**config.mk**
```make
export PLATFORM = sky130hd
export DESIGN_NAME = mst_fifo_top
export DESIGN_NICKNAME = d
export VERILOG_FILES = /design/src/common/mst_bus_pkg.sv /design/src/common/mst_ctrl_pkg.sv /design/src/mst_fifo/mst_fifo_fsm.sv /design/src/mst_fifo/mst_dwell_timer.sv /design/src/mst_fifo/mst_rx_path.sv /design/src/mst_fifo/mst_tx_path.sv /design/src/hdl/sync_fifo.sv /design/src/hdl/mst_fifo_top.sv
export VERILOG_INCLUDE_DIRS = /design/src /design/src/common
export SDC_FILE = /design/constraint.sdc
export NUM_CORES = 1
export LEC_CHECK = 0
export BUFFER_PORTS_ARGS = -buffer_cell sky130_fd_sc_hd__buf_2
export CORE_ASPECT_RATIO = 0.8
export CORE_MARGIN = 2
export CORE_UTILIZATION = 62
export DETAILED_ROUTE_END_ITERATION = 16
export HOLD_SLACK_MARGIN = 0.08
export PLACE_DENSITY = 0.8
export SLEW_MARGIN = 20
export SYNTH_ARGS = -nofsm -noshare
export SYNTH_HDL_FRONTEND = slang
export SYNTH_SLANG_ARGS = --single-unit
```
**constraint.sdc**
```tcl
create_clock -name clk -period 6 [get_ports clk]
set_input_delay 0 -clock clk [delete_from_list [all_inputs] [get_ports clk]]
set_output_delay 0 -clock clk [all_outputs]
set_load 0.01 [all_outputs]
```
**src/common/mst_fifo_settings.svh**
```systemverilog
/*
  Build-time settings for the FIFO bus master
  Included by the packages and by modules that size storage or timers
*/
`ifndef MST_FIFO_SETTINGS_SVH
`define MST_FIFO_SETTINGS_SVH

// Bus geometry
`define MST_DATA_W        32
`define MST_BE_W          4

// Buffer sizing, margin covers reads still in flight
`define MST_FIFO_DEPTH    16
`define MST_AFULL_MARGIN  3

`define MST_DWELL_CYCLES  4

`endif

```
**src/common/mst_bus_pkg.sv**
```systemverilog
/*
  Data-path types of the FIFO bus master
  Bus words, byte enables and the buffered word format
*/
`include "mst_fifo_settings.svh"

package mst_bus_pkg;

  // One word on the data pins
  typedef logic [`MST_DATA_W-1:0] bus_data_t;

  // Byte enables travelling with a word
  typedef logic [`MST_BE_W-1:0] bus_be_t;

  // Buffered unit, byte enables in the upper bits
  typedef logic [`MST_BE_W+`MST_DATA_W-1:0] bus_word_t;

endpackage

```
**src/common/mst_ctrl_pkg.sv**
```systemverilog
/*
  Control types of the FIFO bus master
  Bus state encoding and the idle dwell counter
*/
`include "mst_fifo_settings.svh"

package mst_ctrl_pkg;

  typedef enum logic [3:0] {
    RD_IDLE = 4'b0001,
    READ    = 4'b0010,
    WR_IDLE = 4'b0100,
    WRITE   = 4'b1000
  } mst_state_e;

  typedef logic [$clog2(`MST_DWELL_CYCLES+1)-1:0] dwell_cnt_t;

endpackage

```
**src/mst_fifo/mst_fifo_fsm.sv**
```systemverilog
/*
  Bus state machine of the FIFO master
  Alternates read and write phases and drives all strobes and enables
*/
`timescale 1ns/1ps

module mst_fifo_fsm (
  input  logic                     clk,
  input  logic                     rst_n,
  input  logic                     rxf_n,
  input  logic                     txe_n,
  input  logic                     rx_afull,
  input  logic                     stage_valid,
  input  logic                     tx_empty,
  input  logic                     dwell_done,
  output mst_ctrl_pkg::mst_state_e state,
  output logic                     rd_n,
  output logic                     oe_n,
  output logic                     wr_n,
  output logic                     dt_oe_n,
  output logic                     be_oe_n
);
  import mst_ctrl_pkg::*;

  logic rd_stop;
  logic wr_ready;
  logic wr_last;

  // Chip has nothing to offer or our receive side is nearly full
  assign rd_stop  = rxf_n | rx_afull;

  assign wr_ready = ~txe_n & (stage_valid | ~tx_empty);

  // Staged word goes out at this edge and nothing waits behind it
  assign wr_last  = tx_empty & (~stage_valid | ~wr_n);

  always_ff @(posedge clk or negedge rst_n)
  begin
    if (!rst_n)
    begin
      state   <= RD_IDLE;
      rd_n    <= 1'b1;
      oe_n    <= 1'b1;
      wr_n    <= 1'b1;
      dt_oe_n <= 1'b1;
      be_oe_n <= 1'b1;
    end
    else
    begin
      case (state)
        RD_IDLE:
        begin
          if (!rd_stop)
          begin
            // Chip takes the bus first, strobe follows
            state <= READ;
            oe_n  <= 1'b0;
          end
          else if (dwell_done)
          begin
            state <= WR_IDLE;
          end
        end

        READ:
        begin
          if (rd_stop)
          begin
            state <= WR_IDLE;
            oe_n  <= 1'b1;
            rd_n  <= 1'b1;
          end
          else
          begin
            rd_n <= 1'b0;
          end
        end

        WR_IDLE:
        begin
          if (wr_ready)
          begin
            // Drive the pins a cycle before the first strobe
            state   <= WRITE;
            dt_oe_n <= 1'b0;
            be_oe_n <= 1'b0;
          end
          else if (dwell_done)
          begin
            state <= RD_IDLE;
          end
        end

        WRITE:
        begin
          // Chip full or nothing left, release the bus
          if (txe_n || wr_last)
          begin
            state   <= RD_IDLE;
            wr_n    <= 1'b1;
            dt_oe_n <= 1'b1;
            be_oe_n <= 1'b1;
          end
          else
          begin
            wr_n <= 1'b0;
          end
        end

        default:
        begin
          state   <= RD_IDLE;
          rd_n    <= 1'b1;
          oe_n    <= 1'b1;
          wr_n    <= 1'b1;
          dt_oe_n <= 1'b1;
          be_oe_n <= 1'b1;
        end
      endcase
    end
  end

endmodule

```
**src/mst_fifo/mst_dwell_timer.sv**
```systemverilog
/*
  Idle dwell timer
  Counts cycles in an idle state and flags when the bus may turn around
*/
`timescale 1ns/1ps
`include "mst_fifo_settings.svh"

module mst_dwell_timer (
  input  logic                     clk,
  input  logic                     rst_n,
  input  mst_ctrl_pkg::mst_state_e state,
  output logic                     dwell_done
);
  import mst_ctrl_pkg::*;

  localparam dwell_cnt_t DWELL_LAST = dwell_cnt_t'(`MST_DWELL_CYCLES);

  mst_state_e state_q;
  dwell_cnt_t cnt;
  logic       in_idle;
  logic       settled;

  assign in_idle = (state == RD_IDLE) | (state == WR_IDLE);
  // Low for one cycle after every state change
  assign settled = (state == state_q);

  always_ff @(posedge clk or negedge rst_n)
  begin
    if (!rst_n)
    begin
      state_q <= RD_IDLE;
      cnt     <= '0;
    end
    else
    begin
      state_q <= state;
      if (!settled)
        cnt <= '0;
      else if (in_idle && (cnt != DWELL_LAST))
        cnt <= cnt + dwell_cnt_t'(1);
    end
  end

  assign dwell_done = in_idle & settled & (cnt == DWELL_LAST);

endmodule

```
**src/mst_fifo/mst_rx_path.sv**
```systemverilog
/*
  Receive path of the FIFO master
  Captures each read word from the bus and pushes it into the receive buffer
*/
`timescale 1ns/1ps

module mst_rx_path (
  input  logic                   clk,
  input  logic                   rst_n,
  input  logic                   rd_n,
  input  logic                   oe_n,
  input  logic                   rxf_n,
  input  mst_bus_pkg::bus_data_t idata,
  input  mst_bus_pkg::bus_be_t   ibe,
  output logic                   rx_push,
  output mst_bus_pkg::bus_word_t rx_push_word
);
  import mst_bus_pkg::*;

  logic rd_xfer;

  // A word moves when both strobes and the chip flag are low
  assign rd_xfer = ~rd_n & ~oe_n & ~rxf_n;

  always_ff @(posedge clk or negedge rst_n)
  begin
    if (!rst_n)
      rx_push <= 1'b0;
    else
      rx_push <= rd_xfer;
  end

  // Capture register, byte enables on top
  always_ff @(posedge clk)
  begin
    if (rd_xfer)
      rx_push_word <= {ibe, idata};
  end

endmodule

```
**src/mst_fifo/mst_tx_path.sv**
```systemverilog
/*
  Transmit path of the FIFO master
  Stages the next word onto odata/obe and keeps a word the chip refused
*/
`timescale 1ns/1ps

module mst_tx_path (
  input  logic                     clk,
  input  logic                     rst_n,
  input  mst_ctrl_pkg::mst_state_e state,
  input  logic                     wr_n,
  input  logic                     txe_n,
  input  mst_bus_pkg::bus_word_t   tx_head,
  input  logic                     tx_empty,
  output logic                     tx_pop,
  output logic                     stage_valid,
  output mst_bus_pkg::bus_data_t   odata,
  output mst_bus_pkg::bus_be_t     obe
);
  import mst_bus_pkg::*;
  import mst_ctrl_pkg::*;

  bus_word_t stage_word;
  logic      wr_accept;
  logic      stage_load;

  // Chip takes the staged word at this edge
  assign wr_accept  = (state == WRITE) & ~wr_n & ~txe_n & stage_valid;

  // Refill when empty or when the current word just left
  assign stage_load = ~tx_empty & (~stage_valid | wr_accept);
  assign tx_pop     = stage_load;

  always_ff @(posedge clk or negedge rst_n)
  begin
    if (!rst_n)
      stage_valid <= 1'b0;
    else if (stage_load)
      stage_valid <= 1'b1;
    else if (wr_accept)
      stage_valid <= 1'b0;
  end

  // Refused word stays put and leads the next burst.
  // Pins idle high whenever nothing is staged.
  always_ff @(posedge clk or negedge rst_n)
  begin
    if (!rst_n)
      stage_word <= '1;
    else if (stage_load)
      stage_word <= tx_head;
    else if (wr_accept)
      stage_word <= '1;
  end

  assign {obe, odata} = stage_word;

endmodule

```
**src/hdl/sync_fifo.sv**
```systemverilog
/*
  Synchronous show-ahead word buffer
  rdata holds the head word while empty is low, pop removes it
*/
`timescale 1ns/1ps
`include "mst_fifo_settings.svh"

module sync_fifo #(
  parameter int WIDTH = `MST_DATA_W + `MST_BE_W,
  parameter int DEPTH = `MST_FIFO_DEPTH
) (
  input  logic             clk,
  input  logic             rst_n,
  input  logic             push,
  input  logic             pop,
  input  logic [WIDTH-1:0] wdata,
  output logic [WIDTH-1:0] rdata,
  output logic             full,
  output logic             almost_full,
  output logic             empty
);
  localparam int PTR_W       = (DEPTH > 1) ? $clog2(DEPTH) : 1;
  localparam int CNT_W       = $clog2(DEPTH + 1);
  localparam int AFULL_LEVEL = (DEPTH > `MST_AFULL_MARGIN) ? DEPTH - `MST_AFULL_MARGIN : 1;

  logic [WIDTH-1:0] mem [DEPTH];
  logic [PTR_W-1:0] wr_ptr;
  logic [PTR_W-1:0] rd_ptr;
  logic [CNT_W-1:0] count;
  logic             do_push;
  logic             do_pop;

  // Wrap explicitly so any depth works
  function automatic logic [PTR_W-1:0] ptr_next(input logic [PTR_W-1:0] ptr);
    if (ptr == PTR_W'(DEPTH - 1))
      return '0;
    return ptr + PTR_W'(1);
  endfunction

  assign do_push = push & ~full;
  assign do_pop  = pop & ~empty;

  always_ff @(posedge clk)
  begin
    if (do_push)
      mem[wr_ptr] <= wdata;
  end

  always_ff @(posedge clk or negedge rst_n)
  begin
    if (!rst_n)
    begin
      wr_ptr <= '0;
      rd_ptr <= '0;
      count  <= '0;
    end
    else
    begin
      if (do_push)
        wr_ptr <= ptr_next(wr_ptr);
      if (do_pop)
        rd_ptr <= ptr_next(rd_ptr);
      if (do_push && !do_pop)
        count <= count + CNT_W'(1);
      else if (do_pop && !do_push)
        count <= count - CNT_W'(1);
    end
  end

  assign rdata       = mem[rd_ptr];
  assign full        = (count == CNT_W'(DEPTH));
  assign almost_full = (count >= CNT_W'(AFULL_LEVEL));
  assign empty       = (count == '0);

endmodule

```
**src/hdl/mst_fifo_top.sv**
```systemverilog
/*
  Top level of the 245-style FIFO bus master
  Bus pins on one side, receive and transmit buffers on the user side
*/
`timescale 1ns/1ps
`include "mst_fifo_settings.svh"

module mst_fifo_top (
  input  logic                   clk,
  input  logic                   rst_n,
  input  logic                   txe_n,
  input  logic                   rxf_n,
  input  mst_bus_pkg::bus_data_t idata,
  input  mst_bus_pkg::bus_be_t   ibe,
  output mst_bus_pkg::bus_data_t odata,
  output mst_bus_pkg::bus_be_t   obe,
  output logic                   dt_oe_n,
  output logic                   be_oe_n,
  output logic                   wr_n,
  output logic                   rd_n,
  output logic                   oe_n,
  input  logic                   rx_pop,
  output mst_bus_pkg::bus_word_t rx_word,
  output logic                   rx_empty,
  input  logic                   tx_push,
  input  mst_bus_pkg::bus_word_t tx_word,
  output logic                   tx_full
);
  import mst_bus_pkg::*;
  import mst_ctrl_pkg::*;

  mst_state_e state;
  logic       dwell_done;
  logic       rx_push;
  bus_word_t  rx_push_word;
  logic       rx_afull;
  logic       stage_valid;
  logic       tx_pop;
  bus_word_t  tx_head;
  logic       tx_empty;

  mst_fifo_fsm u_fsm (
    .clk         (clk),
    .rst_n       (rst_n),
    .rxf_n       (rxf_n),
    .txe_n       (txe_n),
    .rx_afull    (rx_afull),
    .stage_valid (stage_valid),
    .tx_empty    (tx_empty),
    .dwell_done  (dwell_done),
    .state       (state),
    .rd_n        (rd_n),
    .oe_n        (oe_n),
    .wr_n        (wr_n),
    .dt_oe_n     (dt_oe_n),
    .be_oe_n     (be_oe_n)
  );

  mst_dwell_timer u_dwell (
    .clk        (clk),
    .rst_n      (rst_n),
    .state      (state),
    .dwell_done (dwell_done)
  );

  mst_rx_path u_rx_path (
    .clk          (clk),
    .rst_n        (rst_n),
    .rd_n         (rd_n),
    .oe_n         (oe_n),
    .rxf_n        (rxf_n),
    .idata        (idata),
    .ibe          (ibe),
    .rx_push      (rx_push),
    .rx_push_word (rx_push_word)
  );

  mst_tx_path u_tx_path (
    .clk         (clk),
    .rst_n       (rst_n),
    .state       (state),
    .wr_n        (wr_n),
    .txe_n       (txe_n),
    .tx_head     (tx_head),
    .tx_empty    (tx_empty),
    .tx_pop      (tx_pop),
    .stage_valid (stage_valid),
    .odata       (odata),
    .obe         (obe)
  );

  // Almost-full of the receive side throttles bus reads
  sync_fifo #(
    .WIDTH ($bits(bus_word_t)),
    .DEPTH (`MST_FIFO_DEPTH)
  ) rx_buf (
    .clk         (clk),
    .rst_n       (rst_n),
    .push        (rx_push),
    .pop         (rx_pop),
    .wdata       (rx_push_word),
    .rdata       (rx_word),
    .full        (),
    .almost_full (rx_afull),
    .empty       (rx_empty)
  );

  sync_fifo #(
    .WIDTH ($bits(bus_word_t)),
    .DEPTH (`MST_FIFO_DEPTH)
  ) tx_buf (
    .clk         (clk),
    .rst_n       (rst_n),
    .push        (tx_push),
    .pop         (tx_pop),
    .wdata       (tx_word),
    .rdata       (tx_head),
    .full        (tx_full),
    .almost_full (),
    .empty       (tx_empty)
  );

endmodule

```
==> metrics.txt <==
DR iter-0 viols=3,047; Crit Path Category=flip-flop to flip-flop; main flop type after synthesis=edfxtp_1; Detailed Place HPWL=55.58 mm; Hold Vio Cnt, Final=0; die area=0.08131 mm²; drt pass-1 iters=7; IO Count=157; clock transition at the registers of the reported paths=0.06 ns; minimum clock period=3.896 ns; number of fill cells=4,504; initial core utilization=62.41%; top cell type's share of synthesized area=72.81%; Sink Count=1,267; Slew Limit Fails=0; top cells by area, synth=edfxtp_1 (73%), mux4_2 (8.2%), mux2i_1 (3.7%), dfstp_2 (2.3%), dfrtp_1 (1.9%); pin count of the biggest net entering global routing=121; cell count along the critical path=12; Hold WS=0.1301 ns; antenna-violating nets left=0; worst r2r path cells=12; synthesized net count=2,564; Post-Layout Cell Count=3,895; nets=2,861; EDFF count, synth=1,188; Worst Skew=0.02575 ns; leakage=0.01826 µW; via count=25,300; fin area=0.05586 mm²; CP peak stage delay=0.79 ns; crit-path cells=nor4_1, nand2b_1, and2_4, inv_2, ha_1, inv_1, fa_1, a21o_1, a21oi_1, xnor2_1, nor2_1, xor2_1; layout cells sized above 1=25.38%; sequential share of the synthesized area=76.95%; Worst-Margin Slew=1.159 ns; area post-placement=0.05086 mm²; wire per inst=27.78 µm; Yosys warning total=0; Die Y=255.4 µm; Worst path top cell family by delay=simple AND/OR/NAND/NOR gates; Post-Syn Area per Cell=19.89 µm²; status=finished clean; endpoint type of the worst setup path=flip-flop; Root Driver=clkbuf_16; DP Worst Slack=2.211 ns; area grow syn2layout=14.00%; top-count cell post-synth=edfxtp_1; Row Count=92; asr flop ratio synth=6.235%; #FFs+latches synth=1,267; Crit Path Max Fanout=42; hold depth=2; startpoint types=flip-flop; Pwr per Cell Area=399.6 mW/mm²; unique cell type count in the Yosys netlist=61; worst skew pair latency=0.69 ns; crit path buf inv count=2; vias in the first global route=26,280; worst setup margin=2.104 ns; synth cell count leaders=edfxtp_1 (1,188), mux2i_1 (181), mux4_2 (178), a21oi_1 (115), o21ai_0 (102); WL final=108.2 mm; placed insts=3,565; initial antenna violation count=2; max cap viols=0; fmax=256.7 MHz; Final setup viols=0; Resize count post-CTS=0; crit share post-route=64.93%; Synth Instances=2,464; unrepaired setup endpoints after global routing=no; GR Overflow Total=0; Post-route DRC=0; Tot GR Track Use=26.67%; Hold Crit Class=input port to flip-flop; post-synth top area cell=edfxtp_1; total core area=0.07851 mm²; CTS Buf Count=114; drt via density=6.497; CTS tree=yes; first-pass GRT wire length=161.7 mm; H-tree levels=3; Slowest cell on crit path=inv_2; synthesized area=0.04900 mm²; Worst VDD drop=0.0003178 V; Clock Path Buffers=3; worst path required time=6.56 ns; Post-CTS Setup Bufs=0; GPL Wtd Cong=0.7982; # hold bufs at CTS=113; CP arrival=4.46 ns; Rel. slew slack=22.72%; port bufs=156; die width=318.3 µm; setup TNS=0 ns
[worst register-to-register path, cell delays in order (launching register included)]
cell and delay [ns]:
dfrtp_1 0.45, nor4_1 0.47, nand2b_1 0.24, and2_4 0.21
inv_2 0.79, ha_1 0.35, inv_1 0.12, fa_1 0.41
a21o_1 0.18, a21oi_1 0.18, xnor2_1 0.14, nor2_1 0.08
xor2_1 0.15
[final timing paths]
path / from / end / slack, ns
worst max register to register: tx_buf.count[0]$_DFFE_PN0P_ / tx_buf.count[4]$_DFFE_PN0P_ / 2.10
max in group asynchronous: rst_n / tx_buf.rd_ptr[2]$_DFFE_PN0P_ / 4.64
worst min-delay path: ibe[3] / u_rx_path.rx_push_word[35]$_DFFE_PP_ / 0.13
worst max-delay path: tx_buf.count[0]$_DFFE_PN0P_ / tx_buf.count[4]$_DFFE_PN0P_ / 2.10
min in group asynchronous: rst_n / u_fsm.oe_n$_DFFE_PN1P_ / 0.41
worst min register to register: u_fsm.state[0]$_DFFE_PN1P_ / u_dwell.state_q[0]$_DFF_PN1_ / 0.42
[area by class of cell]
| cell class | instances | area, µm² | share of cell area [%] |
|---|---|---|---|
| flip-flops and latches | 1267 | 37720 | 67.54 |
| repair buffers | 318 | 2350 | 4.207 |
| clock inverters | 72 | 777.0 | 1.391 |
| inverters | 13 | 48.80 | 0.08736 |
| multi-input cells | 1047 | 10630 | 19.03 |
| diodes | 1 | 2.502 | 0.004480 |
| well taps | 1034 | 1294 | 2.316 |
| clock buffers | 143 | 3034 | 5.432 |
[state kept, by name (all words and copies together), names as in the netlist, 5 cells and up]
signal                  count
rx_buf.mem                576
tx_buf.count                5
u_tx_path.stage_word       36
rx_buf.count                5
u_rx_path.rx_push_word     36
tx_buf.mem                576
[kinds of logic after synthesis]
kind of cell,Yosys count,share of synthesized area (%)
buf+inv,150,1.890
compound gates,375,4.788
fa+ha+maj,22,0.5924
simple gates,194,1.716
flops,1267,76.95
mux,435,13.69
xor+xnor,21,0.3754
[layout by cell type, fill, tap and decap left out, drive strengths merged, types with 12 or more instances in the layout]
cell type    instances
a22oi               36
mux2                74
clkbuf             143
ha                  20
a221oi              72
nor3                12
clkinv              48
dlygate4sd3        112
buf                206
dfrtp               37
mux4               180
bufinv              15
edfxtp            1188
nand2               70
o21ai              123
nor2                76
mux2i              181
inv                 17
dfstp               42
a21oi              115
xnor2               17
[where the power goes]
group          switching, µW  leakage, µW  internal [µW]
registers                499       0.0116          10200
logic                   2450      0.00479           1830
clock network           3140      0.00187           4240
total                   6090       0.0183          16200
[metrics by stage]
stage / total power, µW / utilization (%)
after global routing: 23090 / 71.15
after detailed placement: 14980 / 64.79
after global placement: 14790 / 64.79
final: 22320 / 71.15
after CTS: 22360 / 71.10
after floorplan: 13610 / -
[layer usage]
metal  track usage (%)  wire length [µm]  vias up
met2             41.93             52630     1367
met4             8.254              2732        4
met3             4.621              9102      193
met1             39.05             43730    13110
met5                 0                21        -
li1                  -                 -    10630
(Power assumes the default switching activity.)
